`config.mk`:
```
export PLATFORM = sky130hd
export DESIGN_NAME = rsa_key_regs
export DESIGN_NICKNAME = d
export VERILOG_FILES = /design/src/rsa_math_pkg.sv /design/src/rsa_key_regs.sv
export SDC_FILE = /design/constraint.sdc
export NUM_CORES = 2
export LEC_CHECK = 0
export BUFFER_PORTS_ARGS = -buffer_cell sky130_fd_sc_hd__buf_2
export CAP_MARGIN = 20
export CORE_AREA = 2 2 404 406
export CTS_BUF_LIST = sky130_fd_sc_hd__clkbuf_16
export CTS_CLUSTER_SIZE = 12
export DETAILED_ROUTE_END_ITERATION = 16
export DIE_AREA = 0 0 406 408
export MAX_ROUTING_LAYER = met4
export PLACE_DENSITY = 0.46
export SLEW_MARGIN = 15
export SYNTH_ARGS = -nofsm -noshare
export SYNTH_HDL_FRONTEND = slang
export SYNTH_SLANG_ARGS = --single-unit
```
`constraint.sdc`:
```
create_clock -name avm_clk -period 31.8 [get_ports avm_clk]
set_clock_uncertainty 0.15 [all_clocks]
set_input_delay 4.77 -clock avm_clk [delete_from_list [all_inputs] [get_ports avm_clk]]
set_output_delay 4.77 -clock avm_clk [all_outputs]
set_load 0.02 [all_outputs]
```
`src/rsa_math_pkg.sv`:
```
package rsa_math_pkg;

    localparam int key_w      = 256;
    localparam int key_bytes  = 32;
    localparam int out_bytes  = 31;  // top byte of the result is never sent.
    localparam int load_bytes = 96;  // n, d and one ciphertext block.

    // exponentiation core states.
    typedef enum logic [2:0] {
        idle,
        prep,
        step,
        final_mul,
        done
    } core_state_t;

endpackage

```
`src/rsa_key_regs.sv`:
```
`timescale 1ns/1ps

module rsa_key_regs (
    input  logic                           avm_clk,
    input  logic                           avm_rst,
    input  logic [7:0]                     rx_byte,
    input  logic                           shift_n,
    input  logic                           shift_d,
    input  logic                           shift_enc,
    input  logic                           shift_out,
    input  logic                           load_out,
    input  logic [rsa_math_pkg::key_w-1:0] result,
    output logic [rsa_math_pkg::key_w-1:0] n,
    output logic [rsa_math_pkg::key_w-1:0] d,
    output logic [rsa_math_pkg::key_w-1:0] enc,
    output logic [7:0]                     tx_byte
);
    import rsa_math_pkg::*;

    logic [key_w-1:0] out_r;

    // msb first, so new bytes enter at the bottom.
    always_ff @(posedge avm_clk or posedge avm_rst) begin
        if (avm_rst) begin
            n     <= '0;
            d     <= '0;
            enc   <= '0;
            out_r <= '0;
        end else begin
            if (shift_n) n <= {n[key_w-9:0], rx_byte};
            if (shift_d) d <= {d[key_w-9:0], rx_byte};
            if (shift_enc) enc <= {enc[key_w-9:0], rx_byte};
            if (load_out) begin
                out_r <= result;
            end else if (shift_out) begin
                out_r <= {out_r[key_w-9:0], 8'd0};
            end
        end
    end

    assign tx_byte = out_r[key_w-9 -: 8];  // skips the top byte.

endmodule

```
; ---- Word-level counts from Yosys, hierarchy flattened
; Index checks and enable logic that the tools add are counted.
[word_totals]
register_bits = 1016
out_inout_bits = 776
[op_classes]
n_mux = 2
reduce_logical = 1
[ops]
columns = cell, n
row1 = $mux 248, 2
row2 = $reduce_bool 2->1, 1

; ---- Longest topological paths before layout
[logic_depth]
word_depth = 2
mapped_depth = 5
depth_no_buf = 2

; ---- Least setup slack after synthesis
; OpenSTA, ideal clock, no wires.
[synth_timing]
path_type = in2reg
startpoint = input shift_out
endpoint = register out_r[100]
t_arrival_ps = 5417
required_ps = 31518
path_slack_ps = 26100
path_stages = 5
n_path_buf = 3
cell_sequence = buf_6 buf_12 buf_8 mux2i_1 o21ai_1
[synth_between]
elab_chain_cells = 1
[synth_rtl]
columns = item, line
row1 = "start, declared", rsa_key_regs.sv:10  ; input logic shift_out,
row2 = $reduce_bool 2->1 (no source line), -
row3 = "end signal, assigned", rsa_key_regs.sv:34  ; out_r <= result;
row4 = "end signal, assigned", rsa_key_regs.sv:36  ; out_r <= {out_r[key_w-9:0], 8'd0};
row5 = "end, declared", rsa_key_regs.sv:20  ; logic [key_w-1:0] out_r;
; No other way between the ends.
; A chain may end at the register's enable or synchronous reset.

==> results.txt <==
* Run status: complete, no violations
- Fraction of the cycle the final worst path needs: 0.239
- Power spent charging and discharging nets: 1.87 mW
* Library cell contributing the largest single delay on the critical path: sky130_fd_sc_hd__buf_4
- Setup repair bufs after CTS: 0
- I/O pin count: 1047
* Hold Violations, Final: 0
- The tightest min-delay check is of the flip-flop to flip-flop type.
- Clock tree synthesis inserted a total of 113 buffers.
* Sequential share of the synthesized area: 0.631
- Number of sinks handled by clock tree synthesis: 1016
- Full die area: 166000 um^2
* Largest vdd supply drop: 0.0549 mV
* Peak per-stage delay on the critical path: 0.86 ns
- Hold slack: 0.336 ns
- Upper clock frequency limit: 0.131 GHz
* Post-cts gate resize count: 0
* Switching share of power: 0.382
- The share of total power dissipated in sequential elements is 0.423.
- Following the worst setup path forward leads to its endpoint at d[138].
* Crit Reg-Reg Endpoint: d[61]
* Syn_nets: 2975
- Top post-synthesis cells by area: sky130_fd_sc_hd__dfrtp_1, sky130_fd_sc_hd__mux2_2, sky130_fd_sc_hd__mux2i_1, sky130_fd_sc_hd__o21ai_1, sky130_fd_sc_hd__nand2_1
- The critical path is of the input pin to async pin type.
- Maximum buffer depth of the clock tree: 3
- Of the total power, the clock network draws 0.260.
- Synthesis handed over a netlist of 2704 instances.
* Clock-pin slew of the registers on the worst-case setup and hold paths: 0.06 ns
* Routability-driven placement congestion ratio: 0.840
- Area share of xor/xnor cells in the synthesized design: 0
- R2r worst-path depth: 1
- In this run the tightest slew margin relative to its limit is 0.264.
* Number of rows in the core area: 148
- In this run the tool buffered the top-level ports with 1038 buffer cells.
- Ratio of cells with drive above 1 in the final layout: 0.522
* DR vias/cell: 4.23
- Synth Area in Compound Gates: 0.0308
- The library cell used most frequently in the layout, excluding fill and tap cells, is sky130_fd_sc_hd__buf_2.
- In this run, distinct cell masters in the synthesized netlist total 14.
- In this run the cell area of the synthesized design comes to 40300 um^2.
- The worst setup path is captured at an async pin.
- List of cells traversed by the critical path: buf_2 > clkinvlp_4 > buf_4 > buf_12 > buf_4 > buf_12
- Number of setup violations in the final report: 0
- At the pin with the least slew margin, the transition time is 1.10 ns.
- Tracing the worst setup path back leads to its startpoint at avm_rst.
* Number of antenna violations at the first check in global routing: 34
- Power density of the placed cells: 96.6 nW/um^2
- Internal power comes to 3.02 mW.
- The H-tree was split into 3 levels.
* Cell at the root of the clock tree: sky130_fd_sc_hd__clkbuf_16
- In the routed design, unresolved DRC markers number 0.
- The number of buffers and inverters on the critical path is 6.
- Number of detailed-routing iterations run before antenna repair: 5
* Worst-skew pair later-pin latency: 0.75 ns
* Die outline width: 406 um
* Post-layout min period: 7.61 ns
- The first routing iteration left 1659 violations.
* Die height: 408 um
- After routing, the total negative slack on setup checks comes to 0 ns.
- The kind of cell with the highest combined delay along the critical path is buffers and inverters.
- In this run the critical register-to-register path is launched from d[53].
- After synthesis, the share of cell area in mux cells is 0.274.
- Maxcap violations: 0
- Number of pins with negative max-slew slack in the final report: 0
- For this configuration, the core starts out at a cell density of 0.249.
- Maximum number of pins on one net before global-route repair: 213
* GRT Total Usage: 0.156
- Arrival time at the worst endpoint: 8.20 ns
* Simple-gate portion of the synthesized area: 0.0244
- Required arrival time at the worst endpoint: 32.38 ns
* Average cell area after synthesis: 14.9 um^2
- Slack of the worst reg-to-reg path: 30.54 ns
- The detail route stage leaves a number of antenna-violating nets equal to 0.
- After synthesis, the largest family of logic cells by area is multiplexers.
- Adder-Cell Fraction of Synth Area: 0
- Signed area change from the synthesized netlist to the final layout: 25.5%
* Vias after detailed routing: 25400
- Summed over all nets, the half-perimeter wirelength after detailed placement is 94800 um.
* Wire length of the first global-routing pass: 187000 um
- The worst setup path is launched from an input pin.
* Number of warnings printed during yosys synthesis: 0
- Of the total power, combinational logic draws 0.316.
- In this run the standard cell core region covers 162000 um^2.
- Buffers inserted to repair hold after CTS numbered 0.
* Yosys top cell area share: 0.631
- For this design the static power due to leakage is 24.8 nW.
- The via count of the first global-routing pass was 25900.
* Unrepaired setup endpoints after global routing: no
- Detailed-route wire length per cell: 21.5 um
- Most used cells in the layout excluding fill and tap cells: sky130_fd_sc_hd__buf_2, sky130_fd_sc_hd__dfrtp_1, sky130_fd_sc_hd__mux2_2
- The biggest area contributor in the post-synthesis netlist is sky130_fd_sc_hd__dfrtp_1.
* Number of register bits inferred by synthesis: 1016
- Path length in cells of the critical path: 6
* Residual overflow from global routing: 0
- TritonCTS clock tree: done
- Critical-path maximum fanout: 134
- For this run, the post-layout net count is 3979.
- After detailed routing, the total wire length is 129000 um.
worst min-delay path by stage:
stage / slack [ns] / end / cells after the start / from
final: 0.34 / n[70] / 1 / n[62]
after global routing: 0.36 / n[70] / 1 / n[62]
after CTS: 0.34 / d[119] / 1 / d[111]
after detailed placement: 0.34 / d[248] / 1 / d[248]
after global placement: 0.34 / d[253] / 1 / d[253]
after floorplan: 0.36 / out_r[7] / 2 / out_r[7]
routing by layer:
metal	GRT usage	wire, um	vias up
met4	0.0386	2480	0
li1	-	-	11600
met2	0.253	62700	747
met3	0.0494	10100	142
met5	-	0	-
met1	0.188	53700	12900
per-stage QoR:
step                setup slack [ns]  utilization  instances  cell area, um^2  total power, mW
floorplan                      12.88            -       2704            40300             2.91
global placement               22.78        0.290       5767            46900             3.65
detailed placement             23.31        0.290       5768            46900             3.67
CTS                            24.11        0.312       5973            50500             4.98
global route                   23.70        0.313       5987            50500             5.14
finish                         24.19        0.313       5993            50500             4.89
cell families after synthesis:
| family | count (synthesis) |
|---|---|
| simple gates | 256 |
| compound gates | 248 |
| mux | 1008 |
| flops | 1016 |
| buf+inv | 176 |
power by group through the flow:
stage          logic (mW)  clock network (mW)  registers, mW
6_report             1.55                1.27           2.07
4_1_cts              1.58                1.32           2.08
3_5_place_dp         1.57                   0           2.10
3_3_place_gp         1.57                   0           2.09
5_1_grt              1.63                1.37           2.14
2_1_floorplan       0.467                   0           2.45
cell type report:
cell class	count	area, um^2
fillers	16600	111000
flip-flops and latches	1016	25400
multi-input cells	1512	13300
repair buffers	1064	5500
clock buffers	113	2830
well taps	2175	2720
clock inverters	92	742
diodes	20	50.0
inverters	1	7.51
cell usage after synthesis:
| cell | n |
|---|---|
| sky130_fd_sc_hd__mux2_2 | 768 |
| sky130_fd_sc_hd__o21ai_0 | 28 |
| sky130_fd_sc_hd__nand2_1 | 248 |
| sky130_fd_sc_hd__buf_2 | 13 |
| sky130_fd_sc_hd__nand2b_1 | 8 |
| sky130_fd_sc_hd__buf_4 | 35 |
| sky130_fd_sc_hd__dfrtp_1 | 1016 |
| sky130_fd_sc_hd__buf_8 | 21 |
| sky130_fd_sc_hd__mux2i_1 | 240 |
| sky130_fd_sc_hd__buf_6 | 61 |
| sky130_fd_sc_hd__clkbuf_1 | 41 |
| sky130_fd_sc_hd__buf_12 | 4 |
| sky130_fd_sc_hd__inv_1 | 1 |
| sky130_fd_sc_hd__o21ai_1 | 220 |
state kept, by name (all words and copies together), names as in the netlist:
register and flops:
n 256, d 256, enc 256, out_r 248
Power figures use the tool's default switching activity.
