--- config.mk ---
export PLATFORM = sky130hd
export DESIGN_NAME = rsa_bus_ctrl
export DESIGN_NICKNAME = d
export VERILOG_FILES = /design/src/rsa_bus_pkg.sv /design/src/rsa_math_pkg.sv /design/src/rsa_bus_ctrl.sv
export SDC_FILE = /design/constraint.sdc
export NUM_CORES = 1
export LEC_CHECK = 0
export ABC_AREA = 1
export BUFFER_PORTS_ARGS = -buffer_cell sky130_fd_sc_hd__buf_2
export CORE_MARGIN = 1.5
export CORE_UTILIZATION = 39
export DETAILED_ROUTE_END_ITERATION = 6
export GPL_TIMING_DRIVEN = 0
export PLACE_DENSITY = 0.73
export SLEW_MARGIN = 25
export SYNTH_ARGS = -nofsm -noshare
export SYNTH_HDL_FRONTEND = slang
export SYNTH_SLANG_ARGS = --single-unit
--- constraint.sdc ---
create_clock -name avm_clk -period 1.4 [get_ports avm_clk]
set_input_delay 0.28 -clock avm_clk [delete_from_list [all_inputs] [get_ports avm_clk]]
set_output_delay 0.28 -clock avm_clk [all_outputs]
set_load 0.005 [all_outputs]
--- src/rsa_bus_pkg.sv ---
package rsa_bus_pkg;

    // register block offsets, byte addressed.
    localparam int addr_w      = 5;
    localparam int rx_base     = 0;
    localparam int tx_base     = 4;
    localparam int status_base = 8;

    // status register flags.
    localparam int tx_ok_bit = 6;
    localparam int rx_ok_bit = 7;

    // bus controller states.
    typedef enum logic [2:0] {
        poll_rx,
        read_rx,
        wait_core,
        poll_tx,
        write_tx
    } bus_state_t;

endpackage

--- src/rsa_math_pkg.sv ---
package rsa_math_pkg;

    localparam int key_w      = 256;
    localparam int key_bytes  = 32;
    localparam int out_bytes  = 31;  // top byte of the result is never sent.
    localparam int load_bytes = 96;  // n, d and one ciphertext block.

    // exponentiation core states.
    typedef enum logic [2:0] {
        idle,
        prep,
        step,
        final_mul,
        done
    } core_state_t;

endpackage

--- src/rsa_bus_ctrl.sv ---
`timescale 1ns/1ps

module rsa_bus_ctrl (
    input  logic                           avm_clk,
    input  logic                           avm_rst,
    output logic [rsa_bus_pkg::addr_w-1:0] address,
    output logic                           read,
    input  logic [31:0]                    readdata,
    output logic                           write,
    output logic [31:0]                    writedata,
    input  logic                           waitrequest,
    input  logic [7:0]                     tx_byte,
    output logic                           shift_n,
    output logic                           shift_d,
    output logic                           shift_enc,
    output logic                           shift_out,
    output logic                           load_out,
    output logic                           start,
    input  logic                           done
);
    import rsa_bus_pkg::*;
    import rsa_math_pkg::*;

    bus_state_t state;
    logic [6:0] byte_cnt;
    logic       rd_ok;
    logic       wr_ok;

    assign rd_ok = read && !waitrequest;   // read completes this edge.
    assign wr_ok = write && !waitrequest;

    // counter range picks the target register.
    always_comb begin
        shift_n   = 1'b0;
        shift_d   = 1'b0;
        shift_enc = 1'b0;
        if (state == read_rx && rd_ok) begin
            if (byte_cnt >= 7'(2 * key_bytes)) begin
                shift_n = 1'b1;
            end else if (byte_cnt >= 7'(key_bytes)) begin
                shift_d = 1'b1;
            end else begin
                shift_enc = 1'b1;
            end
        end
    end

    assign shift_out = (state == write_tx) && wr_ok;
    assign load_out  = (state == wait_core) && done;

    always_ff @(posedge avm_clk or posedge avm_rst) begin
        if (avm_rst) begin
            state     <= poll_rx;
            byte_cnt  <= 7'(load_bytes - 1);
            address   <= addr_w'(status_base);
            read      <= 1'b1;
            write     <= 1'b0;
            writedata <= '0;
            start     <= 1'b0;
        end else begin
            start <= 1'b0;
            case (state)
                poll_rx: begin
                    if (rd_ok && readdata[rx_ok_bit]) begin
                        address <= addr_w'(rx_base);
                        state   <= read_rx;
                    end
                end
                read_rx: begin
                    if (rd_ok) begin
                        if (byte_cnt == 7'd0) begin
                            read     <= 1'b0;  // bus idle while computing.
                            start    <= 1'b1;
                            byte_cnt <= 7'(out_bytes - 1);
                            state    <= wait_core;
                        end else begin
                            byte_cnt <= byte_cnt - 7'd1;
                            address  <= addr_w'(status_base);
                            state    <= poll_rx;
                        end
                    end
                end
                wait_core: begin
                    if (done) begin
                        read    <= 1'b1;
                        address <= addr_w'(status_base);
                        state   <= poll_tx;
                    end
                end
                poll_tx: begin
                    if (rd_ok && readdata[tx_ok_bit]) begin
                        read      <= 1'b0;
                        write     <= 1'b1;
                        address   <= addr_w'(tx_base);
                        writedata <= {24'd0, tx_byte};
                        state     <= write_tx;
                    end
                end
                write_tx: begin
                    if (wr_ok) begin
                        write   <= 1'b0;
                        read    <= 1'b1;
                        address <= addr_w'(status_base);
                        if (byte_cnt == 7'd0) begin
                            byte_cnt <= 7'(key_bytes - 1);  // key kept, ciphertext only.
                            state    <= poll_rx;
                        end else begin
                            byte_cnt <= byte_cnt - 7'd1;
                            state    <= poll_tx;
                        end
                    end
                end
                default: begin
                    state <= poll_rx;
                end
            endcase
        end
    end

endmodule

-- Yosys cells after proc, flatten, opt, wreduce, memory -nomap -nowiden
Index checks and enable logic that the tools add are counted.
- output and inout bits: 45
- register bits after elaboration: 26
- word-level logic and storage cells: 81
- input port bits: 44
- eq/ne operators: 11
- add/subtract/negate cells: 1
- reductions and logical operators: 20
- mux-type cells: 40
- order comparisons: 2
- operators by type and width (kind ; number):
    two-way mux 5 bit ; 6
    two-way mux 7 bit ; 4
    case mux 5 bit (5 select lines) ; 1
    two-way mux 1 bit ; 18
    two-way mux 3 bit ; 5
    case mux 3 bit (5 select lines) ; 1
    case mux 7 bit (2 select lines) ; 1
    != test 2 bit, second input constant ; 6
    >= comparator 7 x 6 -> 1 bit, second input constant ; 1
    >= comparator 7 bit, second input constant ; 1
    logical AND 1 bit ; 7
    logical NOT 7 bit ; 1
    AND reduction 7 bit ; 1
    subtractor 7 x 1 -> 7 bit, second input constant ; 1
    == test 3 x 2 -> 1 bit, second input constant ; 2
    AND reduction 3 bit ; 2
    AND reduction 6 bit ; 1
    AND reduction 5 bit ; 1
    nonzero test 5 bit ; 1
    two-way mux 2 bit ; 2
    case mux 1 bit (4 select lines) ; 1
    nonzero test 2 bit ; 2
    nonzero test 4 bit ; 1
    == test 3 x 1 -> 1 bit, second input constant ; 1
    6 further kinds ; 6

-- Longest topological paths before layout
Gate-level depths: netlist of the first run.
- word-level depth: 5
- mapped depth: 11
- mapped depth without buffers: 11

-- Worst setup path before layout of the first run
Ideal clock, no wire load.
- path type: register to register
- start point: register byte_cnt[0]
- end point: register address[2] (netlist name)
- stages on the path, launching flop included: 11
- library setup time: 0.119 ns
- slack: -0.087 ns
- data arrival time: 1.368 ns
- data required time: 1.281 ns
- clock period less this slack: 1.487 ns
- buffers on the path: 0
- path through: dfstp_2 -> inv_1 -> ha_1 -> inv_1 -> nor2_1 -> nand3_1 -> nor2_1 -> nor2_1 -> nand3_1 -> nand2_1 -> nand2_1
- cells in the longest elaborated chain, start to end: 3
- RTL lines (element ; line ; RTL):
    start, declared ; rsa_bus_ctrl.sv:25 ; logic [6:0] byte_cnt;
    start signal, assigned ; rsa_bus_ctrl.sv:54 ; byte_cnt <= 7'(load_bytes - 1);
    start signal, assigned ; rsa_bus_ctrl.sv:74 ; byte_cnt <= 7'(out_bytes - 1);
    start signal, assigned ; rsa_bus_ctrl.sv:77 ; byte_cnt <= byte_cnt - 7'd1;
    logical NOT 7 bit ; rsa_bus_ctrl.sv:71 ; if (byte_cnt == 7'd0) begin
    != test 2 bit (no source line) ; -- ;
    AND reduction 7 bit (no source line) ; -- ;
    end signal, assigned ; rsa_bus_ctrl.sv:65 ; address <= addr_w'(rx_base);
    end signal, assigned ; rsa_bus_ctrl.sv:78 ; address <= addr_w'(status_base);
    end signal, assigned ; rsa_bus_ctrl.sv:86 ; address <= addr_w'(status_base);
    end, declared ; rsa_bus_ctrl.sv:6 ; output logic [rsa_bus_pkg::addr_w-1:0] address,
Every way passes these cells.
A chain may end at the register's enable or synchronous reset.

-- Worst setup path in the final report of the first run
- start point: register state[1]
- end point: output shift_enc
- cells in the longest elaborated chain, start to end: 3
- RTL lines (element ; line ; RTL):
    start, declared ; rsa_bus_ctrl.sv:24 ; bus_state_t state;
    start signal, assigned ; rsa_bus_ctrl.sv:53 ; state <= poll_rx;
    start signal, assigned ; rsa_bus_ctrl.sv:66 ; state <= read_rx;
    start signal, assigned ; rsa_bus_ctrl.sv:75 ; state <= wait_core;
    == test 3 x 1 -> 1 bit ; rsa_bus_ctrl.sv:37 ; if (state == read_rx && rd_ok) begin
    logical AND 1 bit ; rsa_bus_ctrl.sv:37 ;
    two-way mux 1 bit ; rsa_bus_ctrl.sv:37 ;
    end, declared ; rsa_bus_ctrl.sv:15 ; output logic shift_enc,
Every way passes these cells.

==> results.md, run 1 <==
- Status: complete, but fails checks
- Failing checks: setup timing
- Clock transition at path regs: 0.08 ns
- Post-layout min period: 1.57 ns
- First-iteration detailed-routing DRC count: 43
- Layout Cells excl Fill: 304
- Post-DP HPWL: 2110 um
- Post-synthesis average cell area: 8.37 um2
- Largest net degree at the start of global routing: 24
- Worst skew pair latency: 0.27 ns
- Final Max Slew Viols: 0
- Antenna-violating nets left: 0
- Routed length per instance: 11.5 um
- Area delta synth->final: 45.0%
- CP max FO: 4
- CP required: 1.12 ns
- Gp weighted congestion: 0.811
- Buffers on Ports: 31
- Drt total wl: 3510 um
- Drt via density: 4.39
- Commonest non-fill, non-tap cell in the layout: buf_4
- Critical path, cell by cell: nor2_4, nand2_2, inv_2, nand2_4, nor3_4, buf_2
- Initial DRT Pass Iterations: 4
- Critical path type: reg -> out
- Min-Delay Path Class: in -> async
- Residual DRC: 0
- Placed cell count: 281
- Clock tree sinks: 23
- Mapped Cells: 176
- Pwr dens: 562 mW/mm2
- Total CTS buffers: 3
- Worst path max stage delay: 0.44 ns
- Synthesized area: 0.00147 mm2
- Share of layout cells above drive strength 1: 54.7%
- Max Cap Violations: 0
- Share of the yosys chip area belonging to registers: 39.8%
- Fmax: 635 MHz
- PnR worst setup slack: -0.175 ns
- Core area: 0.00363 mm2
- CTS max path bufs: 2
- Starting Density: 40.5%
- Total track usage: 16.3%
- Tot Pwr: 0.00120 W
- Peak supply drop: 0.497 mV
- Vias in the first global route: 1197
- Overflow after GRT: 0
- Ant diodes: 0
- I/O pin cnt: 89
- Critical Path Sink Type: output port
- CP startpoint: state[1]
- Die H: 64.5 um
- Die W: 64.5 um
- WP buf/inv: 2
- Most frequent cells in the layout: 42 x buf_4, 31 x buf_2, 29 x nand2_1, 27 x conb_1, 14 x inv_1
- Relative slew slack: 41.7%
- Unrepaired setup endpoints after global routing: yes
- # rows: 22
- Worst endpoint data arrival time: 1.29 ns
- Initial antenna violation count: 0
- Setup-failing EPs final: 25
- Nets: 302
- First-pass GRT wire length: 5220 um
- Via count: 1335
- Yosys reg bits: 23
- Die area: 0.00415 mm2
- Worst-Margin Slew: 0.874 ns
- Leak: 1.31 nW
- Critical-path top delay cell: dfrtp_2
- Synth cell types: 26
- Delay-heaviest family, CP: flip-flops
- Hold Fails Final Rpt: 0
- Final clock skew: 0.00276 ns
- Worst Setup Start Kind: flop
- CTS tree: yes
- H-tree levels: 1
- CTS Hold Buffers Added: 0
- R2r startpoint: state[1]
- Root Driver: clkbuf_8
- Fin crit share: 112%
- YS warnings: 0
synthesized netlist by cell type:
master	number	area, um2
nand3_2	1	10.0
nand3_1	11	55.1
o21bai_1	2	15.0
nand2_1	33	124
nand2_4	1	11.3
xnor2_2	1	16.3
inv_1	21	78.8
nor2_1	21	78.8
a31oi_1	1	6.26
nand4_1	4	25.0
buf_4	27	203
nor3_1	3	15.0
o211ai_2	1	12.5
a21oi_1	1	5.00
xor2_1	2	17.5
mux2_2	1	11.3
inv_2	2	7.51
nor2_2	2	12.5
dfrtp_1	15	375
o21ai_0	4	20.0
mux2_4	7	105
buf_6	2	22.5
nand2_2	3	18.8
conb_1	1	3.75
dfstp_2	8	210
ha_1	1	12.5
worst reg2reg max path: cells and delay by family (launching register included):
kind | cells | cell delay, ns
flops | 1 | 0.44
compound gates | 1 | 0.07
simple gates | 4 | 0.62
buf+inv | 3 | 0.31
flip-flops by register name (all words and copies together), names as in the netlist:
name and cells:
writedata 8, byte_cnt 7, state 3, address 2
read 1, start 1, write 1
where the power goes:
part | internal, W | switching (W)
clock | 0.000199 | 0.000226
combinational | 0.0000611 | 0.0000484
sequential | 0.000665 | 0
final timing paths:
path | endpoint | slack, ns | cells after the start
min in group avm_clk | writedata[2] | 0.23 | 2
max in group asynchronous | state[2] | 0.63 | 2
max | shift_enc | -0.17 | 6
min | write | 0.18 | 2
min reg2reg | address[3] | 0.47 | 2
max reg2reg | state[1] | -0.15 | 8
repair_timing:
item	in CTS	in global routing
resized for setup	23	26
pin swaps	2	4
setup buffers	15	3
endpoints found under the setup margin	21	27
cloned	0	1
logic make-up (layout without fill, tap and decap cells):
| group | Yosys count | count (layout) | share of synthesized area [%] |
|---|---|---|---|
| other cells | 1 | 27 | 0.255 |
| buf+inv | 52 | 106 | 21.2 |
| mux | 8 | 8 | 7.90 |
| flops | 23 | 23 | 39.8 |
| xor+xnor | 3 | 3 | 2.29 |
| fa+ha+maj | 1 | 1 | 0.849 |
| simple gates | 79 | 79 | 23.8 |
| compound gates | 9 | 9 | 3.99 |
per-stage QoR:
step | worst slack [ns] | utilization (%) | hold slack (ns) | area (um2) | setup TNS [ns]
after CTS | -0.178 | 55.9 | 0.216 | 2030 | -2.15
after floorplan | 0.00664 | - | 0.276 | 1580 | 0
after global routing | -0.290 | 58.8 | 0.224 | 2140 | -4.76
final | -0.175 | 58.8 | 0.178 | 2140 | -2.94
after detailed placement | -0.188 | 49.4 | 0.456 | 1800 | -1.37
after global placement | -0.118 | 49.4 | 0.450 | 1800 | -0.804
layout make-up:
cell class / count / area (um2)
tap: 48 / 60.1
buffer: 29 / 229
fill: 350 / 1500
sequential: 23 / 588
clock buffer: 3 / 41.3
inverter: 23 / 96.3
multi-input combinational: 127 / 803
clock inverter: 1 / 5.00
timing repair buffer: 50 / 313
layer usage:
layer | up-vias | routed length (um) | GRT usage, %
met2 | 47 | 1930 | 30.3
met4 | 0 | 6 | 4.79
met1 | 628 | 1360 | 18.2
li1 | 658 | - | -
met3 | 2 | 205 | 4.17
met5 | - | 0 | 0
(Power assumes the default switching activity.)
==> run 2: changes to the inputs <==
--- a/config.mk
+++ b/config.mk
@@ -8,10 +8,10 @@
 export ABC_AREA = 1
 export BUFFER_PORTS_ARGS = -buffer_cell sky130_fd_sc_hd__buf_2
 export CORE_MARGIN = 1.5
-export CORE_UTILIZATION = 39
+export CORE_UTILIZATION = 28
 export DETAILED_ROUTE_END_ITERATION = 6
 export GPL_TIMING_DRIVEN = 0
-export PLACE_DENSITY = 0.73
+export PLACE_DENSITY = 0.55
 export SLEW_MARGIN = 25
 export SYNTH_ARGS = -nofsm -noshare
 export SYNTH_HDL_FRONTEND = slang
==> run 2 against run 1 <==
The run still ends with setup timing left. Worst hold slack worse by 0.12 ns. Clock skew rose by 0.0014 ns. Sequential share of layout area fell by 0.98 points. Fmax fell by 0.27%. Register-to-register slack gained 0.02 ns. Final cell count is 7.9% higher. Utilization decreased by 15 points. Largest cell class unchanged.
==> results.md, run 2 (synthesis gave the netlist of run 1 again) <==
- Starting Density: 29.0% (was 40.5%)
- Post-layout min period: 1.58 ns (was 1.57 ns)
- First-pass GRT wire length: 5420 um (was 5220 um)
- Setup_tns: -2.06 ns (was -2.94 ns)
- Reg2reg end: writedata[5] (was state[1])
- Initial DRT Pass Iterations: 4 (unchanged)
- Seq pwr share: 55.2% (was 55.4%)
- Top reg by flops: writedata (unchanged)
- Leak: 1.31 nW (about the same)
- Total track usage: 12.5% (was 16.3%)
- Failing checks: setup timing (unchanged)
- Top Registers: writedata: 8 flops, byte_cnt: 7 flops, state: 3 flops (unchanged)
- Comb pwr share: 9.1% (about the same)
- Critical-path top delay cell: dfrtp_2 (unchanged)
- Critical path, cell by cell: nor2_4, nand2_4, inv_4, nand2_4, nor3_2, buf_2 (was nor2_4, nand2_2, inv_2, nand2_4, nor3_4, buf_2)
- Via count: 1298 (was 1335)
- Peak supply drop: 0.498 mV (was 0.497 mV)
- Placed cell count: 303 (was 281)
- Die area: 0.00570 mm2 (was 0.00415 mm2)
- CP required: 1.12 ns (about the same)
- Die H: 75.5 um (was 64.5 um)
- WP buf/inv: 2 (unchanged)
- P_sw: 0.000277 W (was 0.000274 W)
- Final clock skew: 0.00414 ns (was 0.00276 ns)
- Largest net degree at the start of global routing: 24 (unchanged)
- Most frequent cells in the layout: 40 x buf_4, 31 x nand2_1, 31 x buf_2, 27 x conb_1, 15 x inv_1 (was 42 x buf_4, 31 x buf_2, 29 x nand2_1, 27 x conb_1, 14 x inv_1)
- Drt total wl: 3320 um (was 3510 um)
- Min-Delay Path Class: in -> async (unchanged)
- Internal power: 0.000928 W (was 0.000925 W)
- Core area: 0.00507 mm2 (was 0.00363 mm2)
- Status: complete, but fails checks (unchanged)
- Worst-Margin Slew: 0.826 ns (was 0.874 ns)
- Utilization after layout: 43.6% (was 58.8%)
- # rows: 26 (was 22)
- Antenna-violating nets left: 0 (unchanged)
- First-iteration detailed-routing DRC count: 47 (was 43)
- Die W: 75.5 um (was 64.5 um)
- Clock Power Share: 35.6% (was 35.4%)
- Commonest non-fill, non-tap cell in the layout: buf_4 (unchanged)
- Share of layout cells above drive strength 1: 53.1% (was 54.7%)
- Clock transition at path regs: 0.09 ns (was 0.08 ns)
- FF-to-FF setup slack: -0.13 ns (was -0.15 ns)
- Post-DP HPWL: 2240 um (was 2110 um)
- Worst skew pair latency: 0.27 ns (about the same)
- Root Driver: clkbuf_8 (unchanged)
- Drt via density: 3.96 (was 4.39)
- Hold Fails Final Rpt: 0 (unchanged)
- Vias in the first global route: 1222 (was 1197)
- PnR worst setup slack: -0.179 ns (was -0.175 ns)
- Max Cap Violations: 0 (unchanged)
- Initial antenna violation count: 0 (unchanged)
- Pwr dens: 544 mW/mm2 (was 562 mW/mm2)
- R2r startpoint: state[1] (unchanged)
- Worst path most repeated cell: nand2_4
- Worst endpoint data arrival time: 1.30 ns (was 1.29 ns)
- CP max FO: 4 (unchanged)
- Worst Setup Start Kind: flop (unchanged)
- Area delta synth->final: 50.4% (was 45.0%)
- Clock tree sinks: 23 (unchanged)
- Critical path type: reg -> out (unchanged)
- Buffers on Ports: 31 (unchanged)
- H-tree levels: 1 (unchanged)
- Layout Cells excl Fill: 328 (was 304)
- Gp weighted congestion: 0.790 (was 0.811)
- CTS max path bufs: 2 (unchanged)
- Unrepaired setup endpoints after global routing: yes (unchanged)
- Overflow after GRT: 0 (unchanged)
- Delay-heaviest family, CP: flip-flops (unchanged)
- I/O pin cnt: 89 (unchanged)
- Tot Pwr: 0.00120 W (about the same)
- Worst path max stage delay: 0.46 ns (was 0.44 ns)
- Relative slew slack: 44.6% (was 41.7%)
- Ant diodes: 0 (unchanged)
- Routed length per instance: 10.1 um (was 11.5 um)
- Fmax: 633 MHz (was 635 MHz)
- Worst r2r path cells: 7 (was 8)
- CTS Hold Buffers Added: 0 (unchanged)
- Setup-failing EPs final: 18 (was 25)
- Critical Path Sink Type: output port (unchanged)
- Max FFs per register: 8 (unchanged)
- Net Sw Frac: 23.0% (was 22.9%)
- Fin crit share: 113% (was 112%)
- Residual DRC: 0 (unchanged)
- CTS tree: yes (unchanged)
- Total CTS buffers: 3 (unchanged)
- Final Max Slew Viols: 0 (unchanged)
- Nets: 304 (was 302)
==> run 2: cell count changes in the layout (fill, tap and decap cells not counted), moves of 2 or more <==
cell / before / now
buf_4: 42 / 40
buf_6: 5 / 8
inv_2: 6 / 3
inv_4: 2 / 4
nand2_1: 29 / 31
nand2_2: 4 / 1
nor2_2: 8 / 4
nor2_4: 2 / 5
o21ai_1: 4 / 2
==> run 2: how the worst max path moves through the flow <==
stage                     start         end  slack [ns]  depth (start not counted)
floorplan           byte_cnt[0]  address[2]       0.007                         10
global placement    byte_cnt[0]  address[2]       -0.16                         10
CTS                    state[1]     shift_d       -0.19                          6
global route           state[2]     shift_d       -0.25                          6
detailed placement  byte_cnt[0]  address[2]       -0.15                         10
finish                 state[1]     shift_d       -0.18                          6
==> run 2: routing by layer <==
layer | part of all wire, % | global-route usage, % | wire, um
met2 | 51 | 22.3 | 1710
met4 | 0.69 | 2.78 | 23
met3 | 7.2 | 4.10 | 238
met1 | 41 | 14.6 | 1350
met5 | 0 | 0 | 0
==> run 2: stage by stage <==
step | area [um2] | setup slack (ns) | hold slack (ns)
global route | 2210 | -0.255 | 0.118
finish | 2210 | -0.179 | 0.0626
global placement | 1820 | -0.156 | 0.455
floorplan | 1580 | 0.00664 | 0.276
CTS | 2100 | -0.189 | 0.227
detailed placement | 1820 | -0.147 | 0.454
==> run 2: power groups by stage <==
stage                     clock [W]  combinational (W)  sequential, W
after floorplan                   0          0.0000834       0.000677
after global placement            0           0.000107       0.000677
after detailed placement          0           0.000108       0.000677
after CTS                  0.000449           0.000109       0.000665
after global routing       0.000482           0.000129       0.000665
final                      0.000429           0.000110       0.000665
==> run 2: layout make-up <==
type	instances	area [um2]
Sequential cell	23	588
Fill cell	506	2860
Clock buffer	3	41.3
Multi-Input combinational cell	127	806
Timing Repair Buffer	52	359
Tap cell	70	87.6
Buffer	29	229
Inverter	23	96.3
Clock inverter	1	7.51
==> run 2: what timing repair did <==
action	CTS	global route
endpoints found under the setup margin	21	25
setup buffers	13	6
cloned	1	1
pin swaps	5	1
resized for setup	28	23
==> run 3: changes to the inputs <==
--- a/config.mk
+++ b/config.mk
@@ -7,11 +7,13 @@
 export LEC_CHECK = 0
 export ABC_AREA = 1
 export BUFFER_PORTS_ARGS = -buffer_cell sky130_fd_sc_hd__buf_2
+export CELL_PAD_IN_SITES_DETAIL_PLACEMENT = 1
+export CELL_PAD_IN_SITES_GLOBAL_PLACEMENT = 1
 export CORE_MARGIN = 1.5
-export CORE_UTILIZATION = 28
+export CORE_UTILIZATION = 27
 export DETAILED_ROUTE_END_ITERATION = 6
 export GPL_TIMING_DRIVEN = 0
-export PLACE_DENSITY = 0.55
+export PLACE_DENSITY = 0.74
 export SLEW_MARGIN = 25
 export SYNTH_ARGS = -nofsm -noshare
 export SYNTH_HDL_FRONTEND = slang
==> run 3 against run 2 <==
The run still ends with setup timing left. First-iteration DRC count grew 55%. Sequential share of layout area shrank 2.3 points. Sequential cell count is the same. Setup slack lost 0.043 ns. Power grew 0.73%. Utilization grew 3.3 points. Highest routed layer unchanged.
==> results.md, run 3 (synthesis gave the netlist of run 1 again) <==
- Status: complete, but fails checks (unchanged)
- Failing checks: setup timing (unchanged)
- Residual DRC: 0 (unchanged)
- Clock Power Share: 35.9% (was 35.6%)
- Most frequent cells in the layout: 52 x buf_4, 30 x buf_2, 27 x conb_1, 19 x nand2_1 (was 40 x buf_4, 31 x nand2_1, 31 x buf_2, 27 x conb_1, 15 x inv_1)
- Max Cap Violations: 0 (unchanged)
- Buffers on Ports: 31 (unchanged)
- Fillers: 614 (was 506)
- Layout Cells excl Fill: 341 (was 328)
- Die area: 0.00591 mm2 (was 0.00570 mm2)
- Starting Density: 28.5% (was 29.0%)
- Total track usage: 16.4% (was 12.5%)
- Worst endpoint data arrival time: 1.34 ns (was 1.30 ns)
- Unrepaired setup endpoints after global routing: yes (unchanged)
- CTS tree: yes (unchanged)
- P_sw: 0.000288 W (was 0.000277 W)
- I/O pin cnt: 89 (unchanged)
- Post-DP HPWL: 2560 um (was 2240 um)
- Hold Fails Final Rpt: 0 (unchanged)
- Internal power: 0.000926 W (was 0.000928 W)
- H-tree levels: 1 (unchanged)
- Vias in the first global route: 1559 (was 1222)
- Antenna-violating nets left: 0 (unchanged)
- Drt via density: 4.31 (was 3.96)
- Seq pwr share: 54.8% (was 55.2%)
- Tot Pwr: 0.00121 W (was 0.00120 W)
- Die H: 76.9 um (was 75.5 um)
- Max FFs per register: 8 (unchanged)
- CP max FO: 4 (unchanged)
- CP required: 1.12 ns (about the same)
- Largest net degree at the start of global routing: 24 (unchanged)
- Die W: 76.9 um (was 75.5 um)
- Top reg by flops: writedata (unchanged)
- Worst Setup Start Kind: flop (unchanged)
- PnR worst setup slack: -0.222 ns (was -0.179 ns)
- Share of layout cells above drive strength 1: 63.8% (was 53.1%)
- Clock transition at path regs: 0.09 ns (about the same)
- Fin crit share: 116% (was 113%)
- Post-layout min period: 1.62 ns (was 1.58 ns)
- Comb pwr share: 9.3% (was 9.1%)
- Peak supply drop: 0.354 mV (was 0.498 mV)
- Area after DPL: 0.00182 mm2 (unchanged)
- Nets: 317 (was 304)
- Min-Delay Path Class: in -> async (unchanged)
- Setup-failing EPs final: 25 (was 18)
- Via count: 1469 (was 1298)
- Ant diodes: 0 (unchanged)
- First-iteration detailed-routing DRC count: 73 (was 47)
- Critical Path Sink Type: output port (unchanged)
- Critical path type: reg -> out (unchanged)
- Final Max Slew Viols: 0 (unchanged)
- Overflow after GRT: 0 (unchanged)
- Final clock skew: 0.00442 ns (was 0.00414 ns)
- Commonest non-fill, non-tap cell in the layout: buf_4 (unchanged)
- Area delta synth->final: 64.9% (was 50.4%)
- First-pass GRT wire length: 7590 um (was 5420 um)
- Placed cell count: 303 (unchanged)
- Core area: 0.00517 mm2 (was 0.00507 mm2)
- Setup_tns: -3.53 ns (was -2.06 ns)
- CTS max path bufs: 2 (unchanged)
- Final instance area: 0.00243 mm2 (was 0.00221 mm2)
- Root Driver: clkbuf_8 (unchanged)
- Initial DRT Pass Iterations: 4 (unchanged)
- Total CTS buffers: 3 (unchanged)
- Top Registers: writedata: 8 flops, byte_cnt: 7 flops, state: 3 flops (unchanged)
- # rows: 26 (unchanged)
- Gp weighted congestion: 0.801 (was 0.790)
- Worst-Margin Slew: 0.902 ns (was 0.826 ns)
- Routed length per instance: 14.6 um (was 10.1 um)
- Drt total wl: 4970 um (was 3320 um)
- CTS Hold Buffers Added: 0 (unchanged)
- Initial antenna violation count: 0 (unchanged)
- Clock tree sinks: 23 (unchanged)
- Fmax: 616 MHz (was 633 MHz)
- Leak: 1.41 nW (was 1.31 nW)
- Worst skew pair latency: 0.27 ns (about the same)
- Pwr dens: 500 mW/mm2 (was 544 mW/mm2)
- Relative slew slack: 39.8% (was 44.6%)
- Net Sw Frac: 23.7% (was 23.0%)
==> run 3: changes by cell type in the layout (fill, tap and decap cells not counted), moves of 3 or more <==
cell,delta
nand2_1,-12
inv_1,-3
nand3_4,+3
inv_2,+4
nand2_2,+10
nor2_1,-3
buf_4,+12
==> run 3: critical path, stage by stage (launching register included) <==
cell and delay, ns:
dfrtp_2 0.46, nor2_4 0.13, nand2_2 0.08, inv_2 0.09, nand2_4 0.07, nor3_2 0.10, buf_2 0.13
==> run 3: final cells by class <==
type                    count  area (um2)  share of cell area, %
plain buffers              29         229                   9.43
clock buffers               3        41.3                   1.70
clock inverters             1        5.00                  0.206
inverters                  23        98.8                   4.07
multi-input cells         127         911                   37.5
flip-flops and latches     23         589                   24.3
well taps                  70        87.6                   3.61
repair buffers             65         467                   19.2
==> run 3: path summary, 6_finish.rpt <==
check,end,cells past startpoint,startpoint,slack (ns)
min,writedata[2],2,avm_rst,0.19
max reg2reg,address[3],10,state[1],-0.18
max,shift_d,6,state[2],-0.22
min in group avm_clk,writedata[1],2,tx_byte[1],0.23
max in group asynchronous,state[2],2,avm_rst,0.60
min reg2reg,address[2],2,address[2],0.47
==> run 3: power groups by stage <==
stage,combinational [W],clock (W),sequential (W)
final,0.000112,0.000436,0.000665
after global routing,0.000125,0.000479,0.000665
after CTS,0.000109,0.000451,0.000665
after detailed placement,0.000108,0,0.000677
after global placement,0.000106,0,0.000677
after floorplan,0.0000834,0,0.000677
==> run 3: per-stage QoR <==
step / setup WS, ns / utilization (%) / hold slack, ns
after CTS: -0.199 / 43.7 / 0.220
after floorplan: 0.00664 / - / 0.276
after global placement: -0.174 / 35.2 / 0.454
after detailed placement: -0.171 / 35.2 / 0.460
final: -0.222 / 47.0 / 0.191
after global routing: -0.279 / 47.0 / 0.228
==> run 3: what timing repair did <==
action / 4_1_cts / 5_1_grt
buffers inserted: 24 / 9
endpoints found under the setup margin: 22 / 26
pin swaps: 19 / 13
gates resized for setup: 54 / 30
cloned: 2 / 0
==> run 3: metal layers <==
metal	track usage [%]	share of wire, %	vias to the layer above	wire length (um)
met5	0	0	-	0
met1	18.2	40	711	1960
met3	3.45	5.1	15	252
li1	-	-	684	-
met4	7.41	2.8	0	141
met2	29.6	53	59	2610
